$ cat src/include/mips_ex_defs.svh
// sizing macros for the execute path: input buffer depth, output credits, data memory words
`ifndef MIPS_EX_DEFS_SVH
`define MIPS_EX_DEFS_SVH

// ##################################################
// input side
// ##################################################

// entries in the issue buffer, which is also the source's credit count after reset
`define IN_DEPTH 4

// ##################################################
// output side
// ##################################################

// credits granted by the sink after reset
`define OUT_CREDITS 2

// 32-bit words of data memory, indexed by address bits above the byte lanes
`define DMEM_WORDS 64

`endif

$ cat src/verilog/mips_ex_pkg.sv
// package mips_ex_pkg: operation enums plus request, execute-result and writeback structs
package mips_ex_pkg;

    typedef enum logic [4:0] {
        OP_NOP,
        OP_ADD,
        OP_SUB,
        OP_AND,
        OP_OR,
        OP_XOR,
        OP_NOR,
        OP_SLT,
        OP_SLL,
        OP_SRL,
        OP_SRA,
        OP_SLLV,
        OP_SRLV,
        OP_SRAV,
        OP_LU,
        OP_MUL,
        OP_MULT,
        OP_MFHI,
        OP_MFLO,
        OP_MTHI,
        OP_MTLO,
        OP_MOVN,
        OP_MOVZ,
        OP_LB,
        OP_LH,
        OP_LW,
        OP_SB,
        OP_SH,
        OP_SW
    } ex_op_e;

    // second operand comes from reg_t_value or from the immediate
    typedef enum logic {
        OPTYPE_R,
        OPTYPE_I
    } op_type_e;

    typedef enum logic [1:0] {
        ACCESS_D2R,
        ACCESS_M2R,
        ACCESS_R2M
    } mem_op_e;

    typedef enum logic [1:0] {
        ACCESS_SZ_BYTE,
        ACCESS_SZ_HALF,
        ACCESS_SZ_WORD
    } mem_sz_e;

    // one decoded instruction with its register values already read
    typedef struct packed {
        ex_op_e      op;
        op_type_e    op_type;
        logic        flag_unsigned;
        logic [4:0]  reg_s;
        logic [4:0]  reg_t;
        logic [4:0]  reg_d;
        logic [31:0] reg_s_value;
        logic [31:0] reg_t_value;
        logic [15:0] immediate;
    } ex_req_t;

    typedef struct packed {
        mem_op_e     mem_op;
        mem_sz_e     mem_sz;
        logic        flag_unsigned;
        logic [31:0] mem_addr;
        logic [31:0] data;
        logic [4:0]  reg_addr;
        logic        overflow;
    } ex_res_t;

    typedef struct packed {
        logic [4:0]  reg_addr;
        logic [31:0] data;
        logic        overflow;
    } wb_res_t;

endpackage

$ cat src/verilog/mem_stage.sv
// mem_stage module with data memory, store byte merge, load extension and the writeback register
`timescale 1ns/1ns
`include "mips_ex_defs.svh"

module mem_stage
    import mips_ex_pkg::*;
(
    input  logic    clk,
    input  logic    rst_n_i,
    input  logic    ex_valid_i,
    input  ex_res_t ex_res_i,
    output logic    out_valid_o,
    output wb_res_t out_res_o
);

    localparam int IDX_W = $clog2(`DMEM_WORDS);

    logic [31:0]      dmem_q [`DMEM_WORDS];
    logic [IDX_W-1:0] word_idx;
    logic [1:0]       lane;
    logic [31:0]      rd_word;
    logic [31:0]      wr_data;
    logic [3:0]       byte_en;
    logic [31:0]      merged;
    logic [7:0]       ld_byte;
    logic [15:0]      ld_half;
    logic [31:0]      ld_data;
    logic             store_we;

    // upper address bits are dropped, so the index wraps within the memory
    assign word_idx = ex_res_i.mem_addr[IDX_W+1:2];
    assign lane     = ex_res_i.mem_addr[1:0];
    assign rd_word  = dmem_q[word_idx];
    assign store_we = ex_valid_i && (ex_res_i.mem_op == ACCESS_R2M);

    // ##################################################
    // little-endian store lanes
    // ##################################################

    always_comb begin
        case (ex_res_i.mem_sz)
            ACCESS_SZ_BYTE: begin
                wr_data = {4{ex_res_i.data[7:0]}};
                byte_en = 4'b0001 << lane;
            end
            ACCESS_SZ_HALF: begin
                wr_data = {2{ex_res_i.data[15:0]}};
                byte_en = lane[1] ? 4'b1100 : 4'b0011;
            end
            default: begin
                wr_data = ex_res_i.data;
                byte_en = 4'b1111;
            end
        endcase
        for (int i = 0; i < 4; i++) begin
            merged[8*i +: 8] = byte_en[i] ? wr_data[8*i +: 8] : rd_word[8*i +: 8];
        end
    end

    // loads zero-fill instead of sign-extending when flag_unsigned is set
    assign ld_byte = rd_word[{lane, 3'b000} +: 8];
    assign ld_half = lane[1] ? rd_word[31:16] : rd_word[15:0];

    always_comb begin
        case (ex_res_i.mem_sz)
            ACCESS_SZ_BYTE: ld_data = {{24{ld_byte[7] & ~ex_res_i.flag_unsigned}}, ld_byte};
            ACCESS_SZ_HALF: ld_data = {{16{ld_half[15] & ~ex_res_i.flag_unsigned}}, ld_half};
            default:        ld_data = rd_word;
        endcase
    end

    always_ff @(posedge clk or negedge rst_n_i) begin
        if (!rst_n_i) begin
            for (int i = 0; i < `DMEM_WORDS; i++) begin
                dmem_q[i] <= 32'b0;
            end
        end else if (store_we) begin
            dmem_q[word_idx] <= merged;
        end
    end

    always_ff @(posedge clk or negedge rst_n_i) begin
        if (!rst_n_i) begin
            out_valid_o <= 1'b0;
        end else begin
            out_valid_o <= ex_valid_i;
        end
    end

    // a store only writes memory, so its record is register 0 with data 0
    always_ff @(posedge clk) begin
        if (ex_valid_i) begin
            out_res_o.reg_addr <= ex_res_i.reg_addr;
            out_res_o.data     <= (ex_res_i.mem_op == ACCESS_M2R) ? ld_data :
                                  (ex_res_i.mem_op == ACCESS_R2M) ? 32'b0 : ex_res_i.data;
            out_res_o.overflow <= ex_res_i.overflow;
        end
    end

    // ex_alu must hand every memory access a real size
    a_mem_size: assert property (@(posedge clk) disable iff (!rst_n_i)
        (ex_valid_i && (ex_res_i.mem_op inside {ACCESS_M2R, ACCESS_R2M})) |->
            (ex_res_i.mem_sz inside {ACCESS_SZ_BYTE, ACCESS_SZ_HALF, ACCESS_SZ_WORD}));

endmodule

$ cat config.mk
export PLATFORM = sky130hd
export DESIGN_NAME = mem_stage
export DESIGN_NICKNAME = d
export VERILOG_FILES = /design/src/verilog/mips_ex_pkg.sv /design/src/verilog/mem_stage.sv
export VERILOG_INCLUDE_DIRS = /design/src /design/src/include
export SDC_FILE = /design/constraint.sdc
export NUM_CORES = 2
export LEC_CHECK = 0
export ABC_AREA = 0
export ABC_CLOCK_PERIOD_IN_PS = 2950
export BUFFER_PORTS_ARGS = -buffer_cell sky130_fd_sc_hd__buf_2
export CAP_MARGIN = 0
export CORE_MARGIN = 4
export CORE_UTILIZATION = 39
export CTS_CLUSTER_SIZE = 20
export DETAILED_ROUTE_END_ITERATION = 10
export SLEW_MARGIN = 40
export SYNTH_ARGS = -nofsm -noshare
export SYNTH_HDL_FRONTEND = slang
export SYNTH_SLANG_ARGS = --single-unit
$ cat constraint.sdc
create_clock -name clk -period 2.95 [get_ports clk]
set_input_delay 0.295 -clock clk [delete_from_list [all_inputs] [get_ports clk]]
set_output_delay 0.295 -clock clk [all_outputs]
set_load 0.005 [all_outputs]
# Yosys cells after proc, flatten, opt, wreduce, memory -nomap -nowiden
# Cells that the tools add are included.
[op_classes] reduce_logical=3 order_cmp=2 bitwise=4 n_eq_ne=3 shifts=2 n_mux=17
[ops] op="$bwmux 2048" count=1
[ops] op="$bmux 32 s6" count=1
[ops] op="$demux 32 s6" count=1
[ops] op="$mux 32" count=5
[ops] op="$pmux 32 s2" count=2
[ops] op="$mux 8" count=4
[ops] op="$shiftx 32x6->8" count=1
[ops] op="$mux 16" count=1
[ops] op="$pmux 4 s2" count=1
[ops] op="$ge 7x7->1 const B" count=1
[ops] op="$lt 7x1->1 const B" count=1
[ops] op="$not 6->7" count=1
[ops] op="$eq 2x1->1 const B" count=2
[ops] op="$mux 4" count=1
[ops] op="$shl 1x2->4 const A" count=1
[ops] op="$and 1x1->1" count=2
[ops] op="$eq 2x2->1 const B" count=1
[ops] op="$logic_and 1x1->1" count=2
[ops] op="$logic_not 2->1" count=1
[ops] op="$not 1->1" count=1
[totals] in_bits=78 wordCells=99 reg_bits=2087 out_inout_bits=39

# Depth between registers and ports, before layout
[logic_depth] word_depth=8 mapped_depth=17 depth_no_buf=8

# Least setup slack after synthesis
# OpenSTA, ideal clock, no wires.
[synth_timing] path_type="in2reg" startpoint="input port ex_res_i[40] (netlist name)" endpoint="register out_res_o[28] (netlist name) (data pin)" arrival_ps=2910 path_slack_ps=-235 setup_time_ps=275 stages=12 required_ps=2675 n_path_buf=5 path_cell_list="buf_6 -> buf_4 -> buf_2 -> buf_4 -> mux4_2 -> a31oi_1 -> o211ai_1 -> nor4b_2 -> o22ai_1 -> a22oi_2 -> buf_2 -> o211ai_1"
[synth_via] elab_chain_cells=8 elab_cells_between_ends=10 cone_classes="shift (1); mux (6); bitwise (3)"
[synth_rtl] item="start: declaration" line="mem_stage.sv:11" rtl="input ex_res_t ex_res_i,"
[synth_rtl] item="$not 6->7 (not written as such) *" line="mem_stage.sv:33" rtl="assign rd_word = dmem_q[word_idx];"
[synth_rtl] item="$bmux 32 s6 *" line="mem_stage.sv:33"
[synth_rtl] item="$mux 32 (not written as such) * (2 in a row)" line="mem_stage.sv:33"
[synth_rtl] item="$shiftx 32x6->8 / $mux 16 (equally long branches)" line="mem_stage.sv:61, mem_stage.sv:62"
[synth_rtl] item="$and 1x1->1, on equally long branches" line="mem_stage.sv:66, mem_stage.sv:67"
[synth_rtl] item="$pmux 32 s2 *" line="mem_stage.sv:65" rtl="case (ex_res_i.mem_sz)"
[synth_rtl] item="$mux 32 *" line="mem_stage.sv:94" rtl="out_res_o.data <= (ex_res_i.mem_op == ACCESS_M2R) ? ld_data :"
[synth_rtl] item="end: declaration" line="mem_stage.sv:13" rtl="output wb_res_t out_res_o"
# Every way passes the cells marked *; elsewhere a longest branch is shown, timed or not. The select of a mux whose other input is x is not followed.
# A chain may end at the register's enable or synchronous reset.

# Final worst setup path
[layout_timing] startpoint="input port ex_res_i[40] (netlist name)" endpoint="register dmem_q[346] (netlist name)"
[layout_via] elab_chain_cells=6 elab_cells_between_ends=11 cone_classes="order compare (2); mux (7); bitwise (1); reduce/logical (1)"
[layout_rtl] item="$not 6->7 (not written as such) *" line="mem_stage.sv:33, mem_stage.sv:78"
[layout_rtl] item="$ge 7x7->1 (not written as such), or another cell as far along" line="mem_stage.sv:78" rtl="dmem_q[word_idx] <= merged;"
[layout_rtl] item="$logic_and 1x1->1 (not written as such) / $mux 32 (equally long branches)" line="mem_stage.sv:78, mem_stage.sv:33"
[layout_rtl] item="$mux 32, on equally long branches" line="mem_stage.sv:78, mem_stage.sv:33"
[layout_rtl] item="$demux 32 s6 / $mux 8 (equally long branches)" line="mem_stage.sv:78, mem_stage.sv:56"
[layout_rtl] item="$bwmux 2048 *" line="mem_stage.sv:78"
[layout_rtl] item="end signal: indexed assignment" line="mem_stage.sv:78"
[layout_rtl] item="end: declaration" line="mem_stage.sv:18" rtl="logic [31:0] dmem_q [`DMEM_WORDS];"
# Marks and branches as above.

==> results.yml <==
route:
  wl_met3_um: 53100
  drt-total-wl_um: 400000
  vias_per_cell: 6.17
  vias: 79500
  drc: 0
  ant_nets: 0
  post_drt_wl_per_cell_um: 31.0
  drt-met1-wl_um: 150000
  drt_iter0_drc: 10000
  top_layer: "met5"
  first_pass_iters: 7
  wl_met2_um: 169000
timing:
  slew_violations: 0
  skew_ns: 0.0726
  tightestPinTransition_ns: 0.882
  worst_slack_ns: -0.572
  slew_headroom: 0.412
  fin_setup_tns_ns: -145.07
  min_period_ns: 3.52
  max_freq_mhz: 284
  rsz0062_at_grt: "yes"
  hold_viol_final: 0
  min_period_over_period: 1.19
  setup_viol: 719
job:
  drv_cap: 0
synthesis:
  syn_area_mm2: 0.0900
  yosys_most_used_dff: "dfrtp_1"
  avgSynthCellArea_um2: 10.1
  synth_top_family_by_area: "compound AO/OA/AOI/OAI gates"
  synth_cell_types: 85
  synth_seq_cells: 2087
  synth_compound_area_frac: 0.207
  synthSimpleGateAreaFrac: 0.111
  syn_nets: 9027
  synthArstFlopShare: 0.982
  ys_warn_count: 0
  netlist_instances: 8949
  synthXorXnorAreaFrac: 0
  synthAdderAreaFrac: 0.000222
  muxShareOfSynthArea: 0.0555
  synth_edf_count: 38
  synth.yosys.seq_area_share: 0.582
critical_path:
  cp.arrival_ns: 4.28
  critPathKind: "input pin to register"
  required_ns: 3.71
  end_kind: "register"
  r2r_cells: 11
  startpoint_type: "input pin"
  crit_path_max_fanout: 16
clock_network:
  cts.sinks: 2087
  cts_tree: "done"
  numCtsBuffers: 213
  root_buffer: "clkbuf_16"
  cts.htree.levels: 4
  clock_path_buffers: 3
  clk_pin_slew_worst_paths_ns: 0.06
  clock_latency_ns: 0.89
global_routing:
  antenna_found_initial: 32
  track_usage: 0.317
  grt_pass1_wl_um: 551000
  grt_pass1_vias: 75800
  grt-ovfl-total: 0
  grt_max_degree: 144
min_path:
  hold_depth: 2
  hold_path.class: "input pin to register"
floorplanning:
  core_area_mm2: 0.230
  dieArea_mm2: 0.239
  fp.dieW_um: 488
  fp.dieH_um: 488
  initial_utilization: 0.392
  rows: 176
  io_pins: 117
pwr:
  cellLeakagePower_nw: 51.7
  total_power_mw: 66.7
  power_density_mw_per_mm2: 573
  vdd_drop_max_uv: 534
layout:
  drive_above_1_share: 0.259
  syn_to_final_growth_pct: 29.3
  final_nets: 9749
  fillers: 20100
place:
  io_buffer_count: 92
  gp_congestion: 0.951
  place_ws_ns: -1.44
  hpwl_um: 251000
run_status:
  status: "complete, but fails checks"
  failed_checks: "negative setup slack"
worst paths after layout:
path	end	slack (ns)	start
worst max-delay path	dmem_q[346]$_DFFE_PN0P_	-0.57	ex_res_i[40]
worst min-delay path	out_res_o[37]$_DFFE_PP_	0.13	ex_res_i[5]
worst max register to register	dmem_q[346]$_DFFE_PN0P_	-0.57	dmem_q[186]$_DFFE_PN0P_
worst min register to register	dmem_q[1244]$_DFFE_PN0P_	0.47	dmem_q[1244]$_DFFE_PN0P_
max in group asynchronous	dmem_q[1185]$_DFFE_PN0P_	1.45	rst_n_i
min in group asynchronous	dmem_q[1845]$_DFFE_PN0P_	0.31	rst_n_i
power breakdown:
part	internal, mW	total, mW	leakage (nW)	switching, mW
Clock	15.9	27.8	3.52	11.9
Sequential	29.9	30.6	28.7	0.655
Combinational	3.10	8.30	19.5	5.19
Total	48.9	66.7	51.7	17.8
synthesized netlist by cell type, types with 36 or more instances:
master / instances / area share
nand2_1: 2089 / 0.087
dfrtp_1: 2049 / 0.57
o21ai_0: 1968 / 0.11
clkbuf_1: 688 / 0.029
a22oi_1: 478 / 0.040
mux2_2: 254 / 0.032
mux2i_1: 141 / 0.016
a221oi_1: 112 / 0.011
buf_2: 105 / 0.0058
a21oi_1: 96 / 0.0053
nor2_1: 78 / 0.0033
a31oi_1: 75 / 0.0052
a22o_1: 71 / 0.0069
o22ai_1: 48 / 0.0033
a221o_1: 39 / 0.0043
edfxtp_1: 38 / 0.013
buf_6: 36 / 0.0045
cell type report:
class | instances | area (µm²) | area share
multi-input combinational | 5961 | 36500 | 0.314
timing repair buffer | 1401 | 16500 | 0.142
clock buffer | 311 | 6280 | 0.0540
inverter | 7 | 28.8 | 0.000247
tap | 3026 | 3790 | 0.0325
clock inverter | 70 | 853 | 0.00733
antenna | 15 | 37.5 | 0.000323
sequential | 2087 | 52400 | 0.450
worst max-delay path, stage by stage:
cell and delay [ns]:
buf_8 0.14, buf_12 0.18, buf_12 0.15, buf_12 0.16
nor2b_4 0.18, buf_12 0.19, buf_4 0.17, a221o_1 0.37
a222oi_1 0.71, o221ai_2 0.33, nor4_4 0.39, buf_6 0.19
mux2_4 0.23, buf_12 0.18, buf_8 0.13, clkbuf_16 0.16
o21ai_2 0.05
cells in the final DEF, fill, tap and decap left out, drive strengths merged, types with 12 or more instances in the layout:
cell / instances
and4b: 18
a22oi: 479
a41oi: 24
a31oi: 75
diode: 15
bufinv: 13
o22ai: 48
a22o: 71
a222oi: 22
dfrtp: 2049
nand2: 2089
clkbuf: 354
o211ai: 29
nor2: 79
a2111oi: 16
a32oi: 12
nor4: 19
a41o: 16
nor3: 32
and4: 21
a211o: 14
nor4bb: 13
clkinv: 47
mux2i: 141
a221o: 39
nand3: 12
edfxtp: 38
a211oi: 13
dlygate4sd3: 45
o21ai: 1976
nand4: 35
a21oi: 101
nor4b: 12
mux2: 256
buf: 1313
mux4: 31
a221oi: 112
layer usage:
layer  up-vias  global-route usage
met5         -             0.00327
met4        22               0.176
met3      1282              0.0940
met2      5056               0.466
met1     39800               0.419
li1      33300                   -
timing repair:
action	4_1_cts	5_1_grt
setup buffers	64	65
resized for setup	643	418
endpoints found under the setup margin	1279	1573
pin swaps	173	174
hold buffers	45	0
endpoints found under the hold margin	1199	0
gates cloned	51	46
registers in the layout (all words and copies together) (netlist names):
| name | flops |
|---|---|
| dmem_q | 2048 |
| out_res_o | 38 |
| out_valid_o | 1 |
logic make-up after synthesis:
kind of cell | Yosys count
buf+inv | 901
fa+ha+maj | 2
flops | 2087
simple gates | 2416
mux | 428
compound gates | 3115
per-stage QoR:
stage	instances	cell area, µm²	hold WS, ns	utilization
global placement	12300	103000	0.284	0.448
finish	12900	116000	0.129	0.507
floorplan	8949	90200	-0.000591	-
detailed placement	12300	103000	0.285	0.448
CTS	12800	114000	0.0739	0.496
global route	12900	116000	0.126	0.507
Note: power is estimated with default switching activity, not from simulation.
