===== src/include/mips_ex_defs.svh =====
// sizing macros for the execute path: input buffer depth, output credits, data memory words
`ifndef MIPS_EX_DEFS_SVH
`define MIPS_EX_DEFS_SVH

// ##################################################
// input side
// ##################################################

// entries in the issue buffer, which is also the source's credit count after reset
`define IN_DEPTH 4

// ##################################################
// output side
// ##################################################

// credits granted by the sink after reset
`define OUT_CREDITS 2

// 32-bit words of data memory, indexed by address bits above the byte lanes
`define DMEM_WORDS 64

`endif


===== src/verilog/mips_ex_pkg.sv =====
// package mips_ex_pkg: operation enums plus request, execute-result and writeback structs
package mips_ex_pkg;

    typedef enum logic [4:0] {
        OP_NOP,
        OP_ADD,
        OP_SUB,
        OP_AND,
        OP_OR,
        OP_XOR,
        OP_NOR,
        OP_SLT,
        OP_SLL,
        OP_SRL,
        OP_SRA,
        OP_SLLV,
        OP_SRLV,
        OP_SRAV,
        OP_LU,
        OP_MUL,
        OP_MULT,
        OP_MFHI,
        OP_MFLO,
        OP_MTHI,
        OP_MTLO,
        OP_MOVN,
        OP_MOVZ,
        OP_LB,
        OP_LH,
        OP_LW,
        OP_SB,
        OP_SH,
        OP_SW
    } ex_op_e;

    // second operand comes from reg_t_value or from the immediate
    typedef enum logic {
        OPTYPE_R,
        OPTYPE_I
    } op_type_e;

    typedef enum logic [1:0] {
        ACCESS_D2R,
        ACCESS_M2R,
        ACCESS_R2M
    } mem_op_e;

    typedef enum logic [1:0] {
        ACCESS_SZ_BYTE,
        ACCESS_SZ_HALF,
        ACCESS_SZ_WORD
    } mem_sz_e;

    // one decoded instruction with its register values already read
    typedef struct packed {
        ex_op_e      op;
        op_type_e    op_type;
        logic        flag_unsigned;
        logic [4:0]  reg_s;
        logic [4:0]  reg_t;
        logic [4:0]  reg_d;
        logic [31:0] reg_s_value;
        logic [31:0] reg_t_value;
        logic [15:0] immediate;
    } ex_req_t;

    typedef struct packed {
        mem_op_e     mem_op;
        mem_sz_e     mem_sz;
        logic        flag_unsigned;
        logic [31:0] mem_addr;
        logic [31:0] data;
        logic [4:0]  reg_addr;
        logic        overflow;
    } ex_res_t;

    typedef struct packed {
        logic [4:0]  reg_addr;
        logic [31:0] data;
        logic        overflow;
    } wb_res_t;

endpackage


===== src/verilog/ex_alu.sv =====
// module ex_alu: combinational execute block with multiplier, overflow check and address generation
`timescale 1ns/1ns

module ex_alu
    import mips_ex_pkg::*;
(
    input  ex_req_t     req_i,
    input  logic [63:0] hilo_i,
    output ex_res_t     res_o,
    output logic        hilo_we_o,
    output logic [63:0] hilo_o
);

    logic [31:0] a;
    logic [31:0] t;
    logic [31:0] sign_ext_imm;
    logic [31:0] zero_ext_imm;
    logic [31:0] arith_b;
    logic [31:0] logic_b;
    logic [31:0] sum;
    logic [31:0] diff;
    logic        add_ovf;
    logic        sub_ovf;
    logic        less;
    logic [4:0]  shamt_imm;
    logic [4:0]  shamt_var;
    logic [63:0] mul_a;
    logic [63:0] mul_b;
    logic [63:0] product;
    logic [31:0] eff_addr;
    logic [4:0]  alu_dest;

    assign a = req_i.reg_s_value;
    assign t = req_i.reg_t_value;

    assign sign_ext_imm = {{16{req_i.immediate[15]}}, req_i.immediate};
    assign zero_ext_imm = {16'b0, req_i.immediate};

    // arithmetic takes a sign-extended immediate, logic ops a zero-extended one
    assign arith_b = (req_i.op_type == OPTYPE_R) ? t : sign_ext_imm;
    assign logic_b = (req_i.op_type == OPTYPE_R) ? t : zero_ext_imm;

    assign sum  = a + arith_b;
    assign diff = a - arith_b;

    assign add_ovf = !req_i.flag_unsigned && (a[31] == arith_b[31]) && (sum[31] != a[31]);
    assign sub_ovf = !req_i.flag_unsigned && (a[31] != arith_b[31]) && (diff[31] != a[31]);

    assign less = req_i.flag_unsigned ? (a < arith_b) : ($signed(a) < $signed(arith_b));

    assign shamt_imm = req_i.immediate[4:0];
    assign shamt_var = a[4:0];

    // the low 64 bits of a product of extended operands are right for both signednesses
    assign mul_a   = req_i.flag_unsigned ? {32'b0, a} : {{32{a[31]}}, a};
    assign mul_b   = req_i.flag_unsigned ? {32'b0, t} : {{32{t[31]}}, t};
    assign product = mul_a * mul_b;

    assign eff_addr = a + sign_ext_imm;
    assign alu_dest = (req_i.op_type == OPTYPE_R) ? req_i.reg_d : req_i.reg_t;

    // ##################################################
    // result select
    // ##################################################

    always_comb begin
        res_o               = '0;
        res_o.mem_op        = ACCESS_D2R;
        res_o.mem_sz        = ACCESS_SZ_WORD;
        res_o.flag_unsigned = req_i.flag_unsigned;
        hilo_we_o           = 1'b0;
        hilo_o              = hilo_i;

        case (req_i.op)
            OP_ADD: begin
                if (add_ovf) begin
                    res_o.overflow = 1'b1;
                end else begin
                    res_o.data     = sum;
                    res_o.reg_addr = alu_dest;
                end
            end
            OP_SUB: begin
                if (sub_ovf) begin
                    res_o.overflow = 1'b1;
                end else begin
                    res_o.data     = diff;
                    res_o.reg_addr = req_i.reg_d;
                end
            end
            OP_AND: begin
                res_o.data     = a & logic_b;
                res_o.reg_addr = alu_dest;
            end
            OP_OR: begin
                res_o.data     = a | logic_b;
                res_o.reg_addr = alu_dest;
            end
            OP_XOR: begin
                res_o.data     = a ^ logic_b;
                res_o.reg_addr = alu_dest;
            end
            OP_NOR: begin
                res_o.data     = ~(a | t);
                res_o.reg_addr = req_i.reg_d;
            end
            OP_SLT: begin
                res_o.data     = {31'b0, less};
                res_o.reg_addr = alu_dest;
            end
            OP_SLL: begin
                res_o.data     = t << shamt_imm;
                res_o.reg_addr = req_i.reg_d;
            end
            OP_SRL: begin
                res_o.data     = t >> shamt_imm;
                res_o.reg_addr = req_i.reg_d;
            end
            OP_SRA: begin
                res_o.data     = $signed(t) >>> shamt_imm;
                res_o.reg_addr = req_i.reg_d;
            end
            OP_SLLV: begin
                res_o.data     = t << shamt_var;
                res_o.reg_addr = req_i.reg_d;
            end
            OP_SRLV: begin
                res_o.data     = t >> shamt_var;
                res_o.reg_addr = req_i.reg_d;
            end
            OP_SRAV: begin
                res_o.data     = $signed(t) >>> shamt_var;
                res_o.reg_addr = req_i.reg_d;
            end
            OP_LU: begin
                res_o.data     = {req_i.immediate, 16'b0};
                res_o.reg_addr = req_i.reg_t;
            end
            OP_MUL: begin
                res_o.data     = product[31:0];
                res_o.reg_addr = req_i.reg_d;
            end
            OP_MULT: begin
                hilo_o    = product;
                hilo_we_o = 1'b1;
            end
            OP_MFHI: begin
                res_o.data     = hilo_i[63:32];
                res_o.reg_addr = req_i.reg_d;
            end
            OP_MFLO: begin
                res_o.data     = hilo_i[31:0];
                res_o.reg_addr = req_i.reg_d;
            end
            OP_MTHI: begin
                hilo_o    = {a, hilo_i[31:0]};
                hilo_we_o = 1'b1;
            end
            OP_MTLO: begin
                hilo_o    = {hilo_i[63:32], a};
                hilo_we_o = 1'b1;
            end
            // a move that is not taken writes nothing, so register 0 stays
            OP_MOVN: begin
                if (t != 32'b0) begin
                    res_o.data     = a;
                    res_o.reg_addr = req_i.reg_d;
                end
            end
            OP_MOVZ: begin
                if (t == 32'b0) begin
                    res_o.data     = a;
                    res_o.reg_addr = req_i.reg_d;
                end
            end
            OP_LB, OP_LH, OP_LW: begin
                res_o.mem_op   = ACCESS_M2R;
                res_o.mem_addr = eff_addr;
                res_o.reg_addr = req_i.reg_t;
            end
            OP_SB, OP_SH, OP_SW: begin
                res_o.mem_op   = ACCESS_R2M;
                res_o.mem_addr = eff_addr;
                res_o.data     = t;
            end
            default: begin
                res_o.data = 32'b0;
            end
        endcase

        case (req_i.op)
            OP_LB, OP_SB: res_o.mem_sz = ACCESS_SZ_BYTE;
            OP_LH, OP_SH: res_o.mem_sz = ACCESS_SZ_HALF;
            default:      res_o.mem_sz = ACCESS_SZ_WORD;
        endcase
    end

endmodule


===== src/verilog/ex_stage.sv =====
// module ex_stage: execute pipeline stage holding HI/LO and the registered ex_alu result
`timescale 1ns/1ns

module ex_stage
    import mips_ex_pkg::*;
(
    input  logic    clk,
    input  logic    rst_n_i,
    input  logic    issue_valid_i,
    input  ex_req_t issue_req_i,
    output logic    ex_valid_o,
    output ex_res_t ex_res_o
);

    logic [63:0] hilo_q;
    logic [63:0] hilo_next;
    logic        hilo_we;
    ex_res_t     alu_res;

    ex_alu u_ex_alu (
        .req_i     (issue_req_i),
        .hilo_i    (hilo_q),
        .res_o     (alu_res),
        .hilo_we_o (hilo_we),
        .hilo_o    (hilo_next)
    );

    // HI/LO is read and written here, so MFHI/MFLO always see the latest MULT or MTxx
    always_ff @(posedge clk or negedge rst_n_i) begin
        if (!rst_n_i) begin
            hilo_q     <= 64'b0;
            ex_valid_o <= 1'b0;
        end else begin
            ex_valid_o <= issue_valid_i;
            if (issue_valid_i && hilo_we) begin
                hilo_q <= hilo_next;
            end
        end
    end

    always_ff @(posedge clk) begin
        if (issue_valid_i) begin
            ex_res_o <= alu_res;
        end
    end

    a_hilo_source: assert property (@(posedge clk) disable iff (!rst_n_i)
        (hilo_q != $past(hilo_q)) |->
            $past(issue_valid_i && (issue_req_i.op inside {OP_MULT, OP_MTHI, OP_MTLO})));

endmodule


===== config.mk =====
export PLATFORM = sky130hd
export DESIGN_NAME = ex_stage
export DESIGN_NICKNAME = d
export VERILOG_FILES = /design/src/include/mips_ex_defs.svh /design/src/verilog/mips_ex_pkg.sv /design/src/verilog/ex_alu.sv /design/src/verilog/ex_stage.sv
export SDC_FILE = /design/constraint.sdc
export NUM_CORES = 2
export LEC_CHECK = 0
export ABC_AREA = 1
export BUFFER_PORTS_ARGS = -buffer_cell sky130_fd_sc_hd__buf_2
export CORE_ASPECT_RATIO = 0.75
export CORE_MARGIN = 2
export CORE_UTILIZATION = 35
export CTS_CLUSTER_DIAMETER = 60
export DETAILED_ROUTE_END_ITERATION = 16
export MAX_ROUTING_LAYER = met4
export SLEW_MARGIN = 20
export SYNTH_ARGS = -nofsm -noshare
export SYNTH_HDL_FRONTEND = slang
export SYNTH_SLANG_ARGS = --single-unit

===== constraint.sdc =====
create_clock -name clk -period 1.9 [get_ports clk]
set_input_delay 0.38 -clock clk [delete_from_list [all_inputs] [get_ports clk]]
set_output_delay 0.38 -clock clk [all_outputs]
set_load 0.02 [all_outputs]

# Yosys cells after proc, flatten, opt, wreduce, memory -nomap -nowiden
# Index checks and enable logic that the tools add are counted.
[op_classes] add_sub_neg=3 multipliers=1 n_div=0 magnitude_cmp=2 eq_ne=32 shift=6 muxes=19 bitwise=7 n_reduce_logical=21
[op_table] op="$pmux W32 S20" n=1
[op_table] op="$pmux W64 S3" n=1
[op_table] op="$mux W37" n=4
[op_table] op="$mux W64" n=2
[op_table] op="$eq A5 B5 Y1 const B" n=13
[op_table] op="$add A32 B32 Y32" n=2
[op_table] op="$lt A32 B32 Y1" n=2
[op_table] op="$mul A64 B64 Y64" n=1
[op_table] op="$mux W32" n=2
[op_table] op="$or A32 B32 Y32" n=2
[op_table] op="$shl A32 B5 Y32" n=2
[op_table] op="$shr A32 B5 Y32" n=2
[op_table] op="$sshr A32 B5 Y32" n=2
[op_table] op="$eq A5 B4 Y1 const B" n=8
[op_table] op="$pmux W5 S7" n=1
[op_table] op="$and A32 B32 Y32" n=1
[op_table] op="$logic_not A32 Y1" n=1
[op_table] op="$not A32 Y32" n=1
[op_table] op="$reduce_bool A32 Y1" n=1
[op_table] op="$sub A32 B32 Y32" n=1
[op_table] op="$xor A32 B32 Y32" n=1
[op_table] op="$eq A5 B3 Y1 const B" n=4
[op_table] op="$eq A5 B2 Y1 const B" n=2
[op_table] op="$reduce_or A10 Y1" n=1
[op_table] op="other kinds (16)" n=33
[totals] reg_bits=140 latch_bits=0 mem_bits_rw=0 romBits=0 in_bits=105 out_inout_bits=76 wordCells=101 memories=0

# Depth between registers and ports, before layout
[logic_depth] word_depth=6 ltp_mapped=40 depth_no_buf=39

# Hierarchy
# A second synthesis with hierarchy kept.
[hier_totals] hier_cells=10013 hier_area_um2=72101.7
[modules_own_cells] mod="ex_alu" instances=1 cells_per_inst=9660 area_each_um2=67148.2 seq_area_each_um2=0.0
[modules_own_cells] mod="ex_stage" instances=1 cells_per_inst=353 area_each_um2=4953.5 seq_area_each_um2=3878.7

# Least setup slack after synthesis
# Ideal clock, no wire load.
[synth_path] path_kind="input to register" startpoint="input port issue_req_i[95] (netlist bit)" endpoint="register hilo_q[63]" setup_ns=0.077 arrival_ns=9.075 t_required_ns=1.823 setup_slack_ns=-7.253 path_stages=32 path_buffers=4 cell_sequence="clkbuf_1 clkbuf_1 buf_1 clkbuf_1 nor2_1 fa_1 inv_1 fa_1 inv_1 fa_1 inv_1 fa_1 inv_1 fa_1 fa_1 fa_1 inv_1 fa_1 inv_1 fa_1 inv_1 fa_1 inv_1 ha_1 nand2_1 nor3_1 nand2_1 nor3b_1 a21oi_1 nand3_1 nand3_1 a21oi_1"
[synth_via] elab_chain_len=3 word_cells_on_any_way=4 cone_classes="1 x mul; 3 x mux"
[synth_rtl] item="start: declaration" line="ex_stage.sv:10" source="input ex_req_t issue_req_i,"
[synth_rtl] item="$mux W64 (on tied branches)" line="ex_alu.sv:55, ex_alu.sv:56"
[synth_rtl] item="$mul A64 B64 Y64 *" line="ex_alu.sv:57" source="assign product = mul_a * mul_b;"
[synth_rtl] item="$pmux W64 S3 *" line="ex_alu.sv:74" source="case (req_i.op)"
[synth_rtl] item="end signal: assignment" line="ex_stage.sv:36" source="hilo_q <= hilo_next;"
[synth_rtl] item="end: declaration" line="ex_stage.sv:15" source="logic [63:0] hilo_q;"
# Mark *: on every way between the ends. The rest lies on a longest branch, timed or not.
# A chain may end at the register's enable or synchronous reset.

# Worst setup path after layout
[layout_path] startpoint="input port issue_req_i[79] (netlist bit)" endpoint="register hilo_q[57]"
[layout_via] elab_chain_len=3
[layout_rtl] item="$mux W64" line="ex_alu.sv:55" source="assign mul_a = req_i.flag_unsigned ? {32'b0, a} : {{32{a[31]}}, a};"
[layout_rtl] item="$mul A64 B64 Y64" line="ex_alu.sv:57"
[layout_rtl] item="$pmux W64 S3" line="ex_alu.sv:74"
# No other way between the ends.

==> results_dict.tcl <==
set metrics [dict create \
    drive_above_1_share 0.3192 \
    syn2layout_area_growth_pct 42.79 \
    routed_wirelength_um 379100 \
    yosysTopAreaCell "fa_1" \
    netlist_area_um2 71440 \
    synthArstFlopShare 0.4643 \
    crit_buf_inv 14 \
    hold_path_class "primary input to register" \
    cts_sinks 140 \
    design.die.area_um2 207800 \
    worstPathRequired_ns 2.29 \
    slew_violations 0 \
    setup.worst_path.class "primary input to register" \
    vias_per_cell 5.146 \
    core_um2 202700 \
    endpoint_kind "register" \
    drt_iter0_drc 9160 \
    start_util 0.3524 \
    seq_area_um2 3879 \
    synth_cells 9904 \
    track_usage 0.3748 \
    rows 143 \
    synth_top_area_frac 0.3985 \
    antenna_found_initial 42 \
    synth-edff-count 75 \
    ant_nets 0 \
    synthDistinctLibCells 55 \
    synth-warning-count 0 \
    clk_path_buf_depth 2 \
    yosys-top-cells-count "inv_1 (2650), nand2_1 (2327), fa_1 (1422), nand3_1 (720), nor2_1 (575)" \
    grt-ovfl-total 0 \
    ys_top_cells_by_area "fa_1 (40%), inv_1 (14%), nand2_1 (12%)" \
    tritoncts "yes" \
    root_buffer "clkbuf_16" \
    fillers 19640 \
    hold_violations 0 \
    grt_pass1_vias 77610 \
    gp_congestion 1.140 \
    start_kind "primary input" \
    cp.arrival_ns 8.56 \
    place.port_buffers 175 \
    fin_skew_ns 0.01684 \
    cap_violations 0 \
    syn_avg_cell_area_um2 7.214 \
    num_vias 76180 \
    drc_errors 0 \
    syn_nets 11880 \
    rsz0062_at_grt "yes" \
    ys_seq_area_frac 0.05429 \
    yosysMostFrequentCell "inv_1" \
    path_clk_slew_ns 0.07 \
    ys.flop_type "edfxtp_1" \
    failed_checks "setup timing" \
    max_stage_delay_ns 0.65 \
    status "complete, but fails checks" \
    path_common_cell "fa_1" \
    fmax_ghz 0.1224 \
    die_h_um 395.3 \
    critPathTopFamily "adder cells" \
    critPathSlowestCell "fa_2" \
    place_hpwl_um 328100 \
    grt_pass1_wl_um 543800 \
    worst_slack_ns -6.267 \
    worst_pin_slew_ns 0.9297 \
    cts-buffers-inserted 17 \
    grt_max_degree 60 \
    fin_tns_setup_ns -522.85 \
    nNetsFinal 14060 \
    dr.pass1.iters 9 \
    routedWlPerCell_um 25.60 \
    relSlewSlack 0.3795 \
    place_ws_ns -7.290 \
    timing.critical_path.fanout_max 4 \
    io_pins 181 \
    clk_latency_ns 0.51 \
    synth_seq_cells 140 \
    multiInputGateArea_um2 61580 \
    htreeDepth 4 \
    setup-violations-final 135 \
    min_period_over_period 4.298 \
    die_w_um 525.7 \
    min_period_ns 8.167 \
]
==> layout make-up <==
class / count / area share
Antenna cell: 32 / 0.0007850
Clock buffer: 25 / 0.005397
Clock inverter: 6 / 0.001141
Inverter: 2675 / 0.09889
Multi-Input combinational cell: 6658 / 0.6037
Sequential cell: 140 / 0.03802
Tap cell: 2682 / 0.03289
Timing Repair Buffer: 2587 / 0.2192
==> routing by layer <==
metal	vias to the layer above	track usage	wire length [um]
li1	33760	-	-
met1	38060	0.5219	164500
met2	3824	0.5081	151600
met3	541	0.1167	46770
met4	0	0.1284	16200
met5	-	-	0
==> layout by cell type, fill, tap and decap left out, types with 23 or more instances in the layout <==
master,instances
nand2_1,2147
buf_6,156
o21ai_1,69
clkbuf_16,23
nand2_4,69
buf_12,180
nor2_4,101
o21ai_2,52
xor2_1,52
nand3_2,72
nand2_2,115
fa_1,1305
ha_4,127
nand4_1,94
nand3b_1,25
a21oi_1,205
diode_2,32
dfrtp_1,65
o21a_1,27
ha_1,323
or2_2,29
nor2_1,379
nor3_1,26
buf_8,26
nand3_1,633
o21ai_0,136
o211ai_1,88
edfxtp_1,75
buf_2,127
inv_2,218
fa_2,117
nor2_2,101
a21oi_4,39
buf_4,2085
a21oi_2,82
a21o_1,23
inv_1,2433
==> timing repair <==
| action | in CTS | in global routing |
|---|---|---|
| resized for setup | 866 | 472 |
| cloned | 3 | 2 |
| setup buffers | 141 | 77 |
| hold buffers | 1 | 0 |
| hold endpoints to repair | 17 | 0 |
| setup endpoints to repair | 134 | 135 |
| pin swaps | 389 | 391 |
==> cell families (layout without fill, tap and decap cells) <==
group	after synthesis	in the layout	synth area share
XOR/XNOR	72	72	0.008827
adder cells (fa/ha/maj)	1872	1872	0.4773
other	0	32	0
AND/OR/NAND/NOR	3866	3866	0.2245
flip-flops	140	140	0.05429
AO/OA/AOI/OAI	848	848	0.06965
buffers and inverters	3106	5293	0.1655
==> flip-flops by register name, indices dropped and copies added, names as in the netlist <==
signal / flops
hilo_q: 64
ex_res_o: 75
ex_valid_o: 1
==> path summary, 6_finish.rpt <==
kind	startpoint	endpoint	slack, ns	cells after the start
max in group asynchronous	rst_n_i	hilo_q[28]	0.97	3
max	issue_req_i[79]	hilo_q[57]	-6.27	36
min in group asynchronous	rst_n_i	hilo_q[7]	0.38	2
max reg2reg	hilo_q[63]	ex_res_o[37]	-0.56	9
min	issue_req_i[95]	ex_res_o[70]	0.18	1
min reg2reg	hilo_q[19]	hilo_q[19]	0.50	1
==> per-stage QoR <==
step / cell area, um^2 / hold WS, ns / util / instances
global placement: 94610 / 0.3347 / 0.4667 / 14530
CTS: 99680 / 0.1648 / 0.4917 / 14700
global route: 102000 / 0.1584 / 0.5031 / 14800
floorplan: 75340 / 0.08441 / - / 9904
finish: 102000 / 0.1802 / 0.5032 / 14810
detailed placement: 94610 / 0.3448 / 0.4667 / 14530
Power is not shown: default switching activity piles up to over one toggle a cycle in this logic, so the estimate is an artifact.
