## src/include/mips_ex_defs.svh

```systemverilog
// sizing macros for the execute path: input buffer depth, output credits, data memory words
`ifndef MIPS_EX_DEFS_SVH
`define MIPS_EX_DEFS_SVH

// ##################################################
// input side
// ##################################################

// entries in the issue buffer, which is also the source's credit count after reset
`define IN_DEPTH 4

// ##################################################
// output side
// ##################################################

// credits granted by the sink after reset
`define OUT_CREDITS 2

// 32-bit words of data memory, indexed by address bits above the byte lanes
`define DMEM_WORDS 64

`endif

```

## src/verilog/mips_ex_pkg.sv

```systemverilog
// package mips_ex_pkg: operation enums plus request, execute-result and writeback structs
package mips_ex_pkg;

    typedef enum logic [4:0] {
        OP_NOP,
        OP_ADD,
        OP_SUB,
        OP_AND,
        OP_OR,
        OP_XOR,
        OP_NOR,
        OP_SLT,
        OP_SLL,
        OP_SRL,
        OP_SRA,
        OP_SLLV,
        OP_SRLV,
        OP_SRAV,
        OP_LU,
        OP_MUL,
        OP_MULT,
        OP_MFHI,
        OP_MFLO,
        OP_MTHI,
        OP_MTLO,
        OP_MOVN,
        OP_MOVZ,
        OP_LB,
        OP_LH,
        OP_LW,
        OP_SB,
        OP_SH,
        OP_SW
    } ex_op_e;

    // second operand comes from reg_t_value or from the immediate
    typedef enum logic {
        OPTYPE_R,
        OPTYPE_I
    } op_type_e;

    typedef enum logic [1:0] {
        ACCESS_D2R,
        ACCESS_M2R,
        ACCESS_R2M
    } mem_op_e;

    typedef enum logic [1:0] {
        ACCESS_SZ_BYTE,
        ACCESS_SZ_HALF,
        ACCESS_SZ_WORD
    } mem_sz_e;

    // one decoded instruction with its register values already read
    typedef struct packed {
        ex_op_e      op;
        op_type_e    op_type;
        logic        flag_unsigned;
        logic [4:0]  reg_s;
        logic [4:0]  reg_t;
        logic [4:0]  reg_d;
        logic [31:0] reg_s_value;
        logic [31:0] reg_t_value;
        logic [15:0] immediate;
    } ex_req_t;

    typedef struct packed {
        mem_op_e     mem_op;
        mem_sz_e     mem_sz;
        logic        flag_unsigned;
        logic [31:0] mem_addr;
        logic [31:0] data;
        logic [4:0]  reg_addr;
        logic        overflow;
    } ex_res_t;

    typedef struct packed {
        logic [4:0]  reg_addr;
        logic [31:0] data;
        logic        overflow;
    } wb_res_t;

endpackage

```

## src/verilog/ex_issue.sv

```systemverilog
// module ex_issue: input credit buffer and output credit counter, one issue per cycle
`timescale 1ns/1ns
`include "mips_ex_defs.svh"

module ex_issue
    import mips_ex_pkg::*;
(
    input  logic    clk,
    input  logic    rst_n_i,
    input  logic    in_valid_i,
    input  ex_req_t in_req_i,
    output logic    in_credit_o,
    input  logic    out_credit_i,
    output logic    issue_valid_o,
    output ex_req_t issue_req_o
);

    localparam int PTR_W = (`IN_DEPTH > 1) ? $clog2(`IN_DEPTH) : 1;
    localparam int CNT_W = $clog2(`IN_DEPTH + 1);
    localparam int CRD_W = $clog2(`OUT_CREDITS + 1);

    ex_req_t            buf_q [`IN_DEPTH];
    logic [PTR_W-1:0]   wr_ptr_q;
    logic [PTR_W-1:0]   rd_ptr_q;
    logic [CNT_W-1:0]   count_q;
    logic [CRD_W-1:0]   credit_q;
    logic               push;
    logic               pop;

    // ##################################################
    // issue decision
    // ##################################################

    assign push = in_valid_i;

    // a credit in hand means the sink has room, so nothing stalls after this point
    assign pop = (count_q != '0) && (credit_q != '0);

    assign issue_valid_o = pop;
    assign issue_req_o   = buf_q[rd_ptr_q];
    assign in_credit_o   = pop;

    // ##################################################
    // circular buffer
    // ##################################################

    always_ff @(posedge clk) begin
        if (push) begin
            buf_q[wr_ptr_q] <= in_req_i;
        end
    end

    always_ff @(posedge clk or negedge rst_n_i) begin
        if (!rst_n_i) begin
            wr_ptr_q <= '0;
            rd_ptr_q <= '0;
            count_q  <= '0;
        end else begin
            if (push) begin
                wr_ptr_q <= (wr_ptr_q == PTR_W'(`IN_DEPTH - 1)) ? '0 : wr_ptr_q + 1'b1;
            end
            if (pop) begin
                rd_ptr_q <= (rd_ptr_q == PTR_W'(`IN_DEPTH - 1)) ? '0 : rd_ptr_q + 1'b1;
            end
            case ({push, pop})
                2'b10:   count_q <= count_q + 1'b1;
                2'b01:   count_q <= count_q - 1'b1;
                default: count_q <= count_q;
            endcase
        end
    end

    // spending and returning a credit in the same cycle leaves the count alone
    always_ff @(posedge clk or negedge rst_n_i) begin
        if (!rst_n_i) begin
            credit_q <= CRD_W'(`OUT_CREDITS);
        end else begin
            case ({pop, out_credit_i})
                2'b10:   credit_q <= credit_q - 1'b1;
                2'b01:   credit_q <= credit_q + 1'b1;
                default: credit_q <= credit_q;
            endcase
        end
    end

    // the source pushed without holding a credit
    a_no_push_full: assert property (@(posedge clk) disable iff (!rst_n_i)
        push |-> (count_q != CNT_W'(`IN_DEPTH)));

    // the sink returned more credits than records it was sent
    a_credit_max: assert property (@(posedge clk) disable iff (!rst_n_i)
        credit_q <= CRD_W'(`OUT_CREDITS));

endmodule

```

## config.mk

```make
export PLATFORM = sky130hd
export DESIGN_NAME = ex_issue
export DESIGN_NICKNAME = d
export VERILOG_FILES = /design/src/verilog/mips_ex_pkg.sv /design/src/verilog/ex_issue.sv
export VERILOG_INCLUDE_DIRS = /design/src /design/src/include
export SDC_FILE = /design/constraint.sdc
export NUM_CORES = 1
export LEC_CHECK = 0
export BUFFER_PORTS_ARGS = -buffer_cell sky130_fd_sc_hd__clkbuf_2
export CORE_MARGIN = 2
export CORE_UTILIZATION = 35
export CTS_CLUSTER_DIAMETER = 100
export DETAILED_ROUTE_END_ITERATION = 10
export GPL_TIMING_DRIVEN = 0
export PLACE_DENSITY = 0.59
export SYNTH_ARGS = -nofsm -noshare
export SYNTH_HDL_FRONTEND = slang
export SYNTH_SLANG_ARGS = --single-unit
```

## constraint.sdc

```tcl
create_clock -name clk -period 5.5 [get_ports clk]
set_input_delay 0.275 -clock clk [delete_from_list [all_inputs] [get_ports clk]]
set_output_delay 0.275 -clock clk [all_outputs]
set_load 0.005 [all_outputs]
```

After elaboration in Yosys (flattened, before gate mapping)
Memories as Yosys holds them, arrays and structs flattened.
Cells that the tools add are included.
{ "totals": {"reg_bits": 9, "word_cells": 28, "input_bits": 106, "ram_bits": 408, "out_inout_bits": 104, "n_memories": 1} }
{ "classes": {"reduce_logical": 5, "add_sub_neg": 6, "n_mux": 6, "eq_ne": 6} }
{ "mem_list": {"columns": ["name", "depth", "word_bits", "rd", "rd_clocked_by_memory_dff", "write_ports", "line_no", "rtl"], "rows": [
  ["buf_q", 4, 102, 1, 0, 1, "ex_issue.sv:22", "ex_req_t buf_q [`IN_DEPTH];"]
]} }
{ "ops": {"columns": ["cell", "n"], "rows": [
  ["2-bit equality test, second input constant", 4],
  ["2-bit by 1-bit adder with 2-bit output, second input constant", 3],
  ["3-bit one-hot mux with 2 select lines", 1],
  ["2-bit nonzero test", 3],
  ["2-bit by 1-bit equality test with 1-bit output, second input constant", 2],
  ["2-bit 2-to-1 mux", 2],
  ["2-bit one-hot mux with 2 select lines", 1],
  ["3-bit by 1-bit adder with 3-bit output, second input constant", 1],
  ["3-bit nonzero test", 1],
  ["3-bit by 1-bit subtractor with 3-bit output, second input constant", 1],
  ["1-bit 2-to-1 mux", 2],
  ["2-bit by 1-bit subtractor with 2-bit output, second input constant", 1],
  ["1-bit logical AND", 1]
]} }

Logic depth before layout (Yosys ltp)
Gate-level depths: netlist of run 1.
{ "logic_depth": {"word_depth": 4, "mapped_depth": 7, "mapped_depth_nobuf": 7} }

Least setup slack after synthesis of run 1
OpenSTA, ideal clock, no wires.
{ "synth_timing": {"path_type": "register to register", "from": "reg wr_ptr_q[0]", "to": "mem buf_q[0][0] (netlist name), enable pin", "n_path_buf": 0, "t_required_ps": 5028, "arrival_ps": 2975, "synth_period_minus_slack_ps": 3447, "setup_time_ps": 472, "stages_incl_launch_ff": 4, "setup_slack_ps": 2053, "cell_sequence": "dfrtp_1 > inv_1 > ha_1 > and2_1"} }
{ "synth_rtl": {"columns": ["item", "line_no", "rtl"], "rows": [
  ["start: declaration", "ex_issue.sv:23", "logic [PTR_W-1:0] wr_ptr_q;"],
  ["start signal: assignment", "ex_issue.sv:60", "wr_ptr_q <= (wr_ptr_q == PTR_W'(`IN_DEPTH - 1)) ? '0 : wr_ptr_q + 1'b1;"],
  ["end: declaration", "ex_issue.sv:22", null]
]} }
Straight into the memory's write port.

==> results by group, run 1 <==
GRT
  – Gr ovfl total: 0
  – Pin count of the biggest net entering global routing: 50
  – Initial antenna violation count: 3
  – Total GRT Usage: 13.7%
  – Wire length of the first global-routing pass: 46100 um
  – Vias in the first global route: 7969

Setup path
  – Critical Path Most Common Cell: buf_2
  – Worst Setup End Kind: primary output
  – CP top delay family: buffers and inverters
  – Worst Setup Start Kind: flip-flop
  – Slowest stage cell, crit path: dfrtp_1
  – Critical Path RT: 5220 ps
  – RR Startpoint: count_q[0]$_DFFE_PN0P_
  – Worst Setup SP: rd_ptr_q[1]$_DFFE_PN0P_
  – CP max FO: 10
  – CP cell instances: buf_2 -> buf_2 -> mux4_2 -> clkbuf_2
  – Crit path buf inv count: 3
  – Critical Path AT: 2380 ps
  – Worst setup path category: flip-flop to primary output
  – Worst path max stage delay: approximately 460 ps
  – Register-to-register path setup slack: roughly 3300 ps

Clock tree
  – CTS Buffer Depth: 3
  – Clk Latency, worst-skew pair: between 500 and 600 ps
  – Clk sinks: about 420
  – Htree depth: 2
  – Num CTS Buffers: 46
  – CTS tree: yes
  – Worst-path clk slew: 50 ps
  – Root Driver: clkbuf_16

Die
  – Die Y: approximately 210 um
  – Number of core rows: 76
  – Initial Util: 35.5%
  – I/O pin cnt: 210
  – Die area: 45400 um2
  – Core ar.: 43100 um2
  – Die span in x: 213 um

Placed design
  – Gpl congestion: 0.659
  – # port buffers: 209
  – DP Wirelength: 18400 um
  – Cell Area, Placed: 17300 um2

Drt
  – Vias per inst: roughly 4.6
  – WL final: 30600 um
  – Routed Antenna Nets: 0
  – Top routing layer in use: met5
  – Routed wl met3: approximately 1700 um
  – Met1 Routed Length: roughly 13000 um
  – Via count: 7266
  – Routed wl met2: 15300 um
  – Drt wl/cell: 19.6 um
  – Pre-Repair DR Iteration Count: 4
  – Initial DRC count: 368
  – DRC Markers: 0

Layout
  – Layout area overhead: 29.5%
  – Design area: around 20000 um2
  – Fillers: 3652
  – Reg area: around 12000 um2
  – Multi-input logic area: 2570 um2
  – Utilization after layout: between 40 and 50%
  – Fin nets: 1059
  – Share of layout cells above drive strength 1: 42.1%

Timing
  – Hold Violations, Final: 0
  – Crit path time final: 2660 ps
  – Worst Tran Pin Value: 771 ps
  – Max Fclk: 376 MHz
  – Unrepaired setup endpoints after global routing: false
  – Slew headroom: 48.6%
  – Final Max Slew Viols: 0
  – Max Clock Skew: just under 9 ps
  – Final setup fails: 0
  – Ratio of final minimum period to clock period: 48.3%

Power
  – Peak supply drop: around 360 uV
  – Power density cells: 506 nW/um2
  – Leak Pwr: 6.87 nW

Synthesis
  – Distinct cells, synth: 24
  – Synth area leader: edfxtp_1
  – Area contributors post-synth: edfxtp_1 (80%), mux4_2 (15%), dfrtp_1 (1.3%)
  – Ys Warns: 0
  – Avg Inst Size Synth: 26.5 um2
  – Mapped Area: 15300 um2
  – Register bit count reported by yosys: between 400 and 500
  – Post-Syn Nets: 690
  – Sequential area share after synthesis: 81.6%
  – Cells after Synth: 576
  – Share of the synthesized area in the top cell type: 80.1%

Job
  – Max-Cap Viols: 0

Outcome
  – Outcome: finished clean

Hold path
  – HP Class: input port to flip-flop
  – Hold Startpoint: out_credit_i
[registers in the layout (all words and copies together), names as in the netlist]
signal    count
wr_ptr_q      2
credit_q      2
rd_ptr_q      2
buf_q       408
count_q       3
[layout by cell type, fill, tap and decap left out, drive strengths merged]
cell type    synthesis  layout
nor3                 1       1
edfxtp             408     408
or3                  1       1
buf                 24      32
bufinv               0       5
xnor2                3       3
dfstp                1       1
xor2                 3       3
diode                0       2
clkinvlp             0       2
dfrtp                8       8
dlygate4sd3          0     104
nor2                 2       2
o21ai                2       2
nand2                1       1
o32ai                1       1
fa                   1       1
mux4               102     102
clkinv               0      14
clkbuf               0     267
a21o                 1       1
mux2                 2       2
ha                   7       7
inv                  4       5
and2                 4       4
[through the flow]
stage / worst slack [ps] / total power, mW / setup TNS (ps) / hold slack, ps / std cells
2_1_floorplan: 2050 / 5.97 / 0 / -20.6 / 576
3_3_place_gp: -218 / 7.11 / -61820 / 146 / 1370
3_5_place_dp: 3310 / 7.13 / 0 / 143 / 1378
4_1_cts: 2740 / 10.2 / 0 / 45.0 / 1562
5_1_grt: 2690 / 10.6 / 0 / 92.2 / 1564
6_report: 2840 / 10.0 / 0 / 89.8 / 1564
[repair_timing]
item | in CTS | in global routing
resized for setup | 0 | 0
buffers inserted | 0 | 0
hold buffers | 104 | 0
hold endpoints to repair | 419 | 0
[final timing paths]
path                                      endpoint  cells after the start
max                                issue_req_o[22]                      4
min                        credit_q[0]$_DFFE_PN0P_                      3
max reg2reg                 count_q[2]$_DFFE_PN0P_                      7
min reg2reg                 count_q[2]$_DFFE_PN0P_                      1
max in group asynchronous  credit_q[1]$_DFFE_PN1P_                      2
min in group asynchronous  wr_ptr_q[1]$_DFFE_PN0P_                      2
[per-layer routing]
metal  vias to the layer above  global-route usage (%)
met5                         -                       0
met4                         2                    4.85
met3                        45                    3.82
met2                       167                    22.8
met1                      3810                    17.2
li1                       3242                       -
[synthesized netlist by cell type]
master	count
edfxtp_1	408
mux4_2	102
buf_2	8
dfrtp_1	8
ha_1	7
buf_12	6
buf_4	5
and2_1	4
inv_1	4
buf_1	3
xnor2_1	3
xor2_1	3
mux2_2	2
nor2_1	2
o21ai_0	2
a21o_1	1
buf_6	1
buf_8	1
dfstp_2	1
fa_1	1
nand2_1	1
nor3_1	1
o32ai_2	1
or3_1	1
[worst min-delay path, delay by kind of cell]
family,cells,cell delay (ps)
fa+ha+maj,1,150
buf+inv,1,90
xor+xnor,1,80
[power by group]
| part | leakage [nW] | internal (mW) | switching (mW) |
|---|---|---|---|
| Combinational | 2.30 | 1.42 | 1.40 |
| Sequential | 3.85 | 4.08 | 0.122 |
| Clock | 0.720 | 1.83 | 1.17 |
| Total | 6.87 | 7.33 | 2.70 |
[layout make-up]
type / count / share of cell area (%)
diodes: 2 / 0.0253
plain buffers: 24 / 1.19
clock buffers: 58 / 6.30
clock inverters: 22 / 1.23
inverters: 4 / 0.0758
multi-input cells: 131 / 13.0
flip-flops and latches: 417 / 63.0
well taps: 585 / 3.70
repair buffers: 321 / 11.5
[cell families after synthesis]
kind of cell | share of synthesized area (%)
flip-flops | 81.6
multiplexers | 15.2
buffers and inverters | 1.64
AND/OR/NAND/NOR | 0.311
adder cells (fa/ha/maj) | 0.704
XOR/XNOR | 0.344
AO/OA/AOI/OAI | 0.221
Power figures use the tool's default switching activity.
==> run 2, diff against run 1 <==
clock period = 2.7 ns   (was 5.5 ns; I/O delays follow)
==> run 2 against run 1 <==
Net effect: critical path depth unchanged; sequential power increased by 100%; hold slack about the same; core utilization decreased by 0.073 points; cell count about the same; first-iteration DRC count decreased by 6.5%; combinational power increased by 100%; clock power increased by 100%; via count decreased by 0.45%; die area unchanged; largest cell class unchanged.
==> results by group, run 2 (synthesized netlist as in run 1, its figures left out) <==
Setup path
  – Worst Setup End Kind: primary output
  – RR Startpoint: wr_ptr_q[0]$_DFFE_PN0P_
  – Critical Path Most Common Cell: buf_2
  – CP cell instances: buf_2 -> buf_2 -> mux4_2 -> clkbuf_2
  – End of the worst register-to-register path: buf_q[2][43]$_DFFE_PP_
  – Critical Path AT: 2320 ps (-60 ps)
  – Register-to-register path setup slack: 530 ps (-2810 ps)
  – Worst Setup Start Kind: flip-flop
  – R2R cell count: 5 (-2)
  – Worst setup path category: flip-flop to primary output
  – Slowest stage cell, crit path: dfrtp_1
  – Worst path max stage delay: 460 ps (about the same)
  – CP max FO: 10 (unchanged)
  – Critical Path RT: 2570 ps (-2650 ps)

Clock tree
  – CTS tree: yes
  – CTS Hold Buffers Added: 106 (+1.9%)
  – Clk sinks: 417 (unchanged)
  – Clk Latency, worst-skew pair: 560 ps (about the same)
  – Worst-path clk slew: 60 ps (about the same)
  – Htree depth: 2 (unchanged)
  – Num CTS Buffers: 45 (-2.2%)
  – Number of gates resized after CTS: 0 (unchanged)
  – CTS Buffer Depth: 3 (unchanged)
  – Root Driver: clkbuf_16
  – Post-CTS setup buffers: 0 (unchanged)

Hold path
  – HP Class: input port to async pin

GRT
  – Gr ovfl total: 0 (unchanged)
  – Initial antenna violation count: 1 (-2)
  – Vias in the first global route: 7955 (-0.18%)
  – Wire length of the first global-routing pass: 45600 um (-1.2%)
  – Pin count of the biggest net entering global routing: 54 (+8.0%)
  – Total GRT Usage: 13.5% (-0.14 points)

Power
  – Peak supply drop: 927 uV (+160%)
  – Switching share of power: 27.0% (+0.073 points)
  – Power density cells: 1030 nW/um2 (+100%)
  – Total power: 20.4 mW (+100%)
  – Psw: 5.49 mW (+100%)
  – Leak Pwr: 6.87 nW (about the same)
  – Reg power frac: 42.0% (about the same)
  – Clock power frac: 30.1% (about the same)
  – Int Power: 14.9 mW (+100%)
  – Comb pwr share: 27.9% (-0.3 points)

Layout
  – Top Registers: buf_q (408), count_q (3)
  – Number of flip-flops in the largest register: 408 (unchanged)
  – Biggest register: buf_q
  – Most frequent cells in the layout: edfxtp_1 (408), clkbuf_2 (209), dlygate4sd3_1 (106)
  – Share of layout cells above drive strength 1: 41.9% (-0.13 points)
  – Most common cell after layout, fill and taps aside: edfxtp_1
  – N_diodes: 0 (-2)
  – Design area: 19800 um2 (-0.16%)
  – Layout area overhead: 29.3%
  – Fillers: 3609 (-1.2%)
  – Fin nets: 1058 (-0.094%)

Timing
  – Slew headroom: 40.1% (-8.5 points)
  – Worst Tran Pin Value: 899 ps (+127 ps)
  – Max Fclk: 407 MHz
  – Unrepaired setup endpoints after global routing: false
  – Hold Violations, Final: 0 (unchanged)
  – Hold WS: 89.8 ps (+0.0118 ps)
  – Final Max Slew Viols: 0 (unchanged)
  – Crit path time final: 2460 ps
  – Max Clock Skew: 18.6 ps (+9.76 ps)
  – Ratio of final minimum period to clock period: 91.1%
  – Final setup fails: 0 (unchanged)

Die
  – Number of core rows: 76 (unchanged)
  – Die span in x: 213 um (unchanged)
  – Die Y: 213 um (unchanged)
  – Initial Util: 35.5% (unchanged)
  – I/O pin cnt: 210 (unchanged)
  – Die area: 45400 um2 (unchanged)
  – Core ar.: 43100 um2 (unchanged)

Outcome
  – Outcome: finished clean

Drt
  – Initial DRC count: 344 (-6.5%)
  – Drt wl/cell: 19.3 um (-1.6%)
  – Routed Antenna Nets: 0 (unchanged)
  – WL final: 30100 um (-1.5%)
  – Vias per inst: 4.62 (-0.52%)
  – Pre-Repair DR Iteration Count: 4 (unchanged)
  – Via count: 7233 (-0.45%)
  – DRC Markers: 0 (unchanged)

Placed design
  – Gpl congestion: 0.681 (+3.4%)
  – Cell Area, Placed: 17200 um2 (-0.23%)
  – DP Wirelength: 18000 um (-1.8%)
  – # port buffers: 209 (unchanged)

Job
  – Max-Cap Viols: 0 (unchanged)
==> run 2: changes by cell type in the layout (fill, tap and decap cells not counted), sizes merged <==
cell / change
dlygate4sd3: +2
diode: -2
clkinvlp: -1
buf: -2
clkbuf: -1
inv: +1
clkinv: +4
==> run 2: layout make-up <==
| class | instances | area, um2 | area share (%) |
|---|---|---|---|
| clock inverters | 26 | 262 | 1.32 |
| clock buffers | 57 | 1220 | 6.19 |
| repair buffers | 321 | 2260 | 11.4 |
| well taps | 585 | 732 | 3.70 |
| flip-flops and latches | 417 | 12500 | 63.1 |
| plain buffers | 24 | 235 | 1.19 |
| multi-input cells | 131 | 2570 | 13.0 |
| inverters | 4 | 15.0 | 0.0759 |
==> run 2: power by group through the flow <==
stage / Sequential, mW / Combinational (mW) / Clock [mW]
finish: 8.55 / 5.67 / 6.13
global route: 8.64 / 6.24 / 6.57
CTS: 8.57 / 5.91 / 6.32
detailed placement: 8.70 / 5.77 / 0
global placement: 8.76 / 5.61 / 0
floorplan: 8.65 / 3.45 / 0
==> run 2: metrics by stage <==
step | util [%] | setup TNS, ps | instances | setup slack (ps)
2_1_floorplan | - | 0 | 576 | 381
3_3_place_gp | 39.6 | -293700 | 1370 | -783
3_5_place_dp | 40.0 | 0 | 1376 | 478
4_1_cts | 45.9 | 0 | 1565 | 82.2
5_1_grt | 45.9 | 0 | 1565 | 58.0
6_report | 45.9 | 0 | 1565 | 241
==> run 2: worst max-delay path by stage <==
stage | startpoint | endpoint | cells past startpoint
3_3_place_gp | wr_ptr_q[0]$_DFFE_PN0P_ | buf_q[2][41]$_DFFE_PP_ | 3
6_report | rd_ptr_q[1]$_DFFE_PN0P_ | issue_req_o[16] | 4
4_1_cts | rd_ptr_q[1]$_DFFE_PN0P_ | issue_req_o[16] | 4
2_1_floorplan | wr_ptr_q[0]$_DFFE_PN0P_ | buf_q[2][0]$_DFFE_PP_ | 3
5_1_grt | rd_ptr_q[1]$_DFFE_PN0P_ | issue_req_o[16] | 4
3_5_place_dp | wr_ptr_q[0]$_DFFE_PN0P_ | buf_q[2][41]$_DFFE_PP_ | 5
==> run 2: critical path, delay by kind of cell, from the launching register on <==
kind	cells	cell delay (ps)
mux	1	360
buf+inv	3	950
flops	1	460
==> run 2: metal layers <==
metal | vias to the layer above | part of all wire (%) | routed length (um) | GRT usage (%)
met2 | 180 | 49 | 14800 | 22.1
met4 | 2 | 2.7 | 803 | 5.18
met1 | 3751 | 41 | 12500 | 17.1
li1 | 3241 | - | - | -
met5 | - | 0.023 | 7 | 0
met3 | 59 | 6.7 | 2010 | 3.88
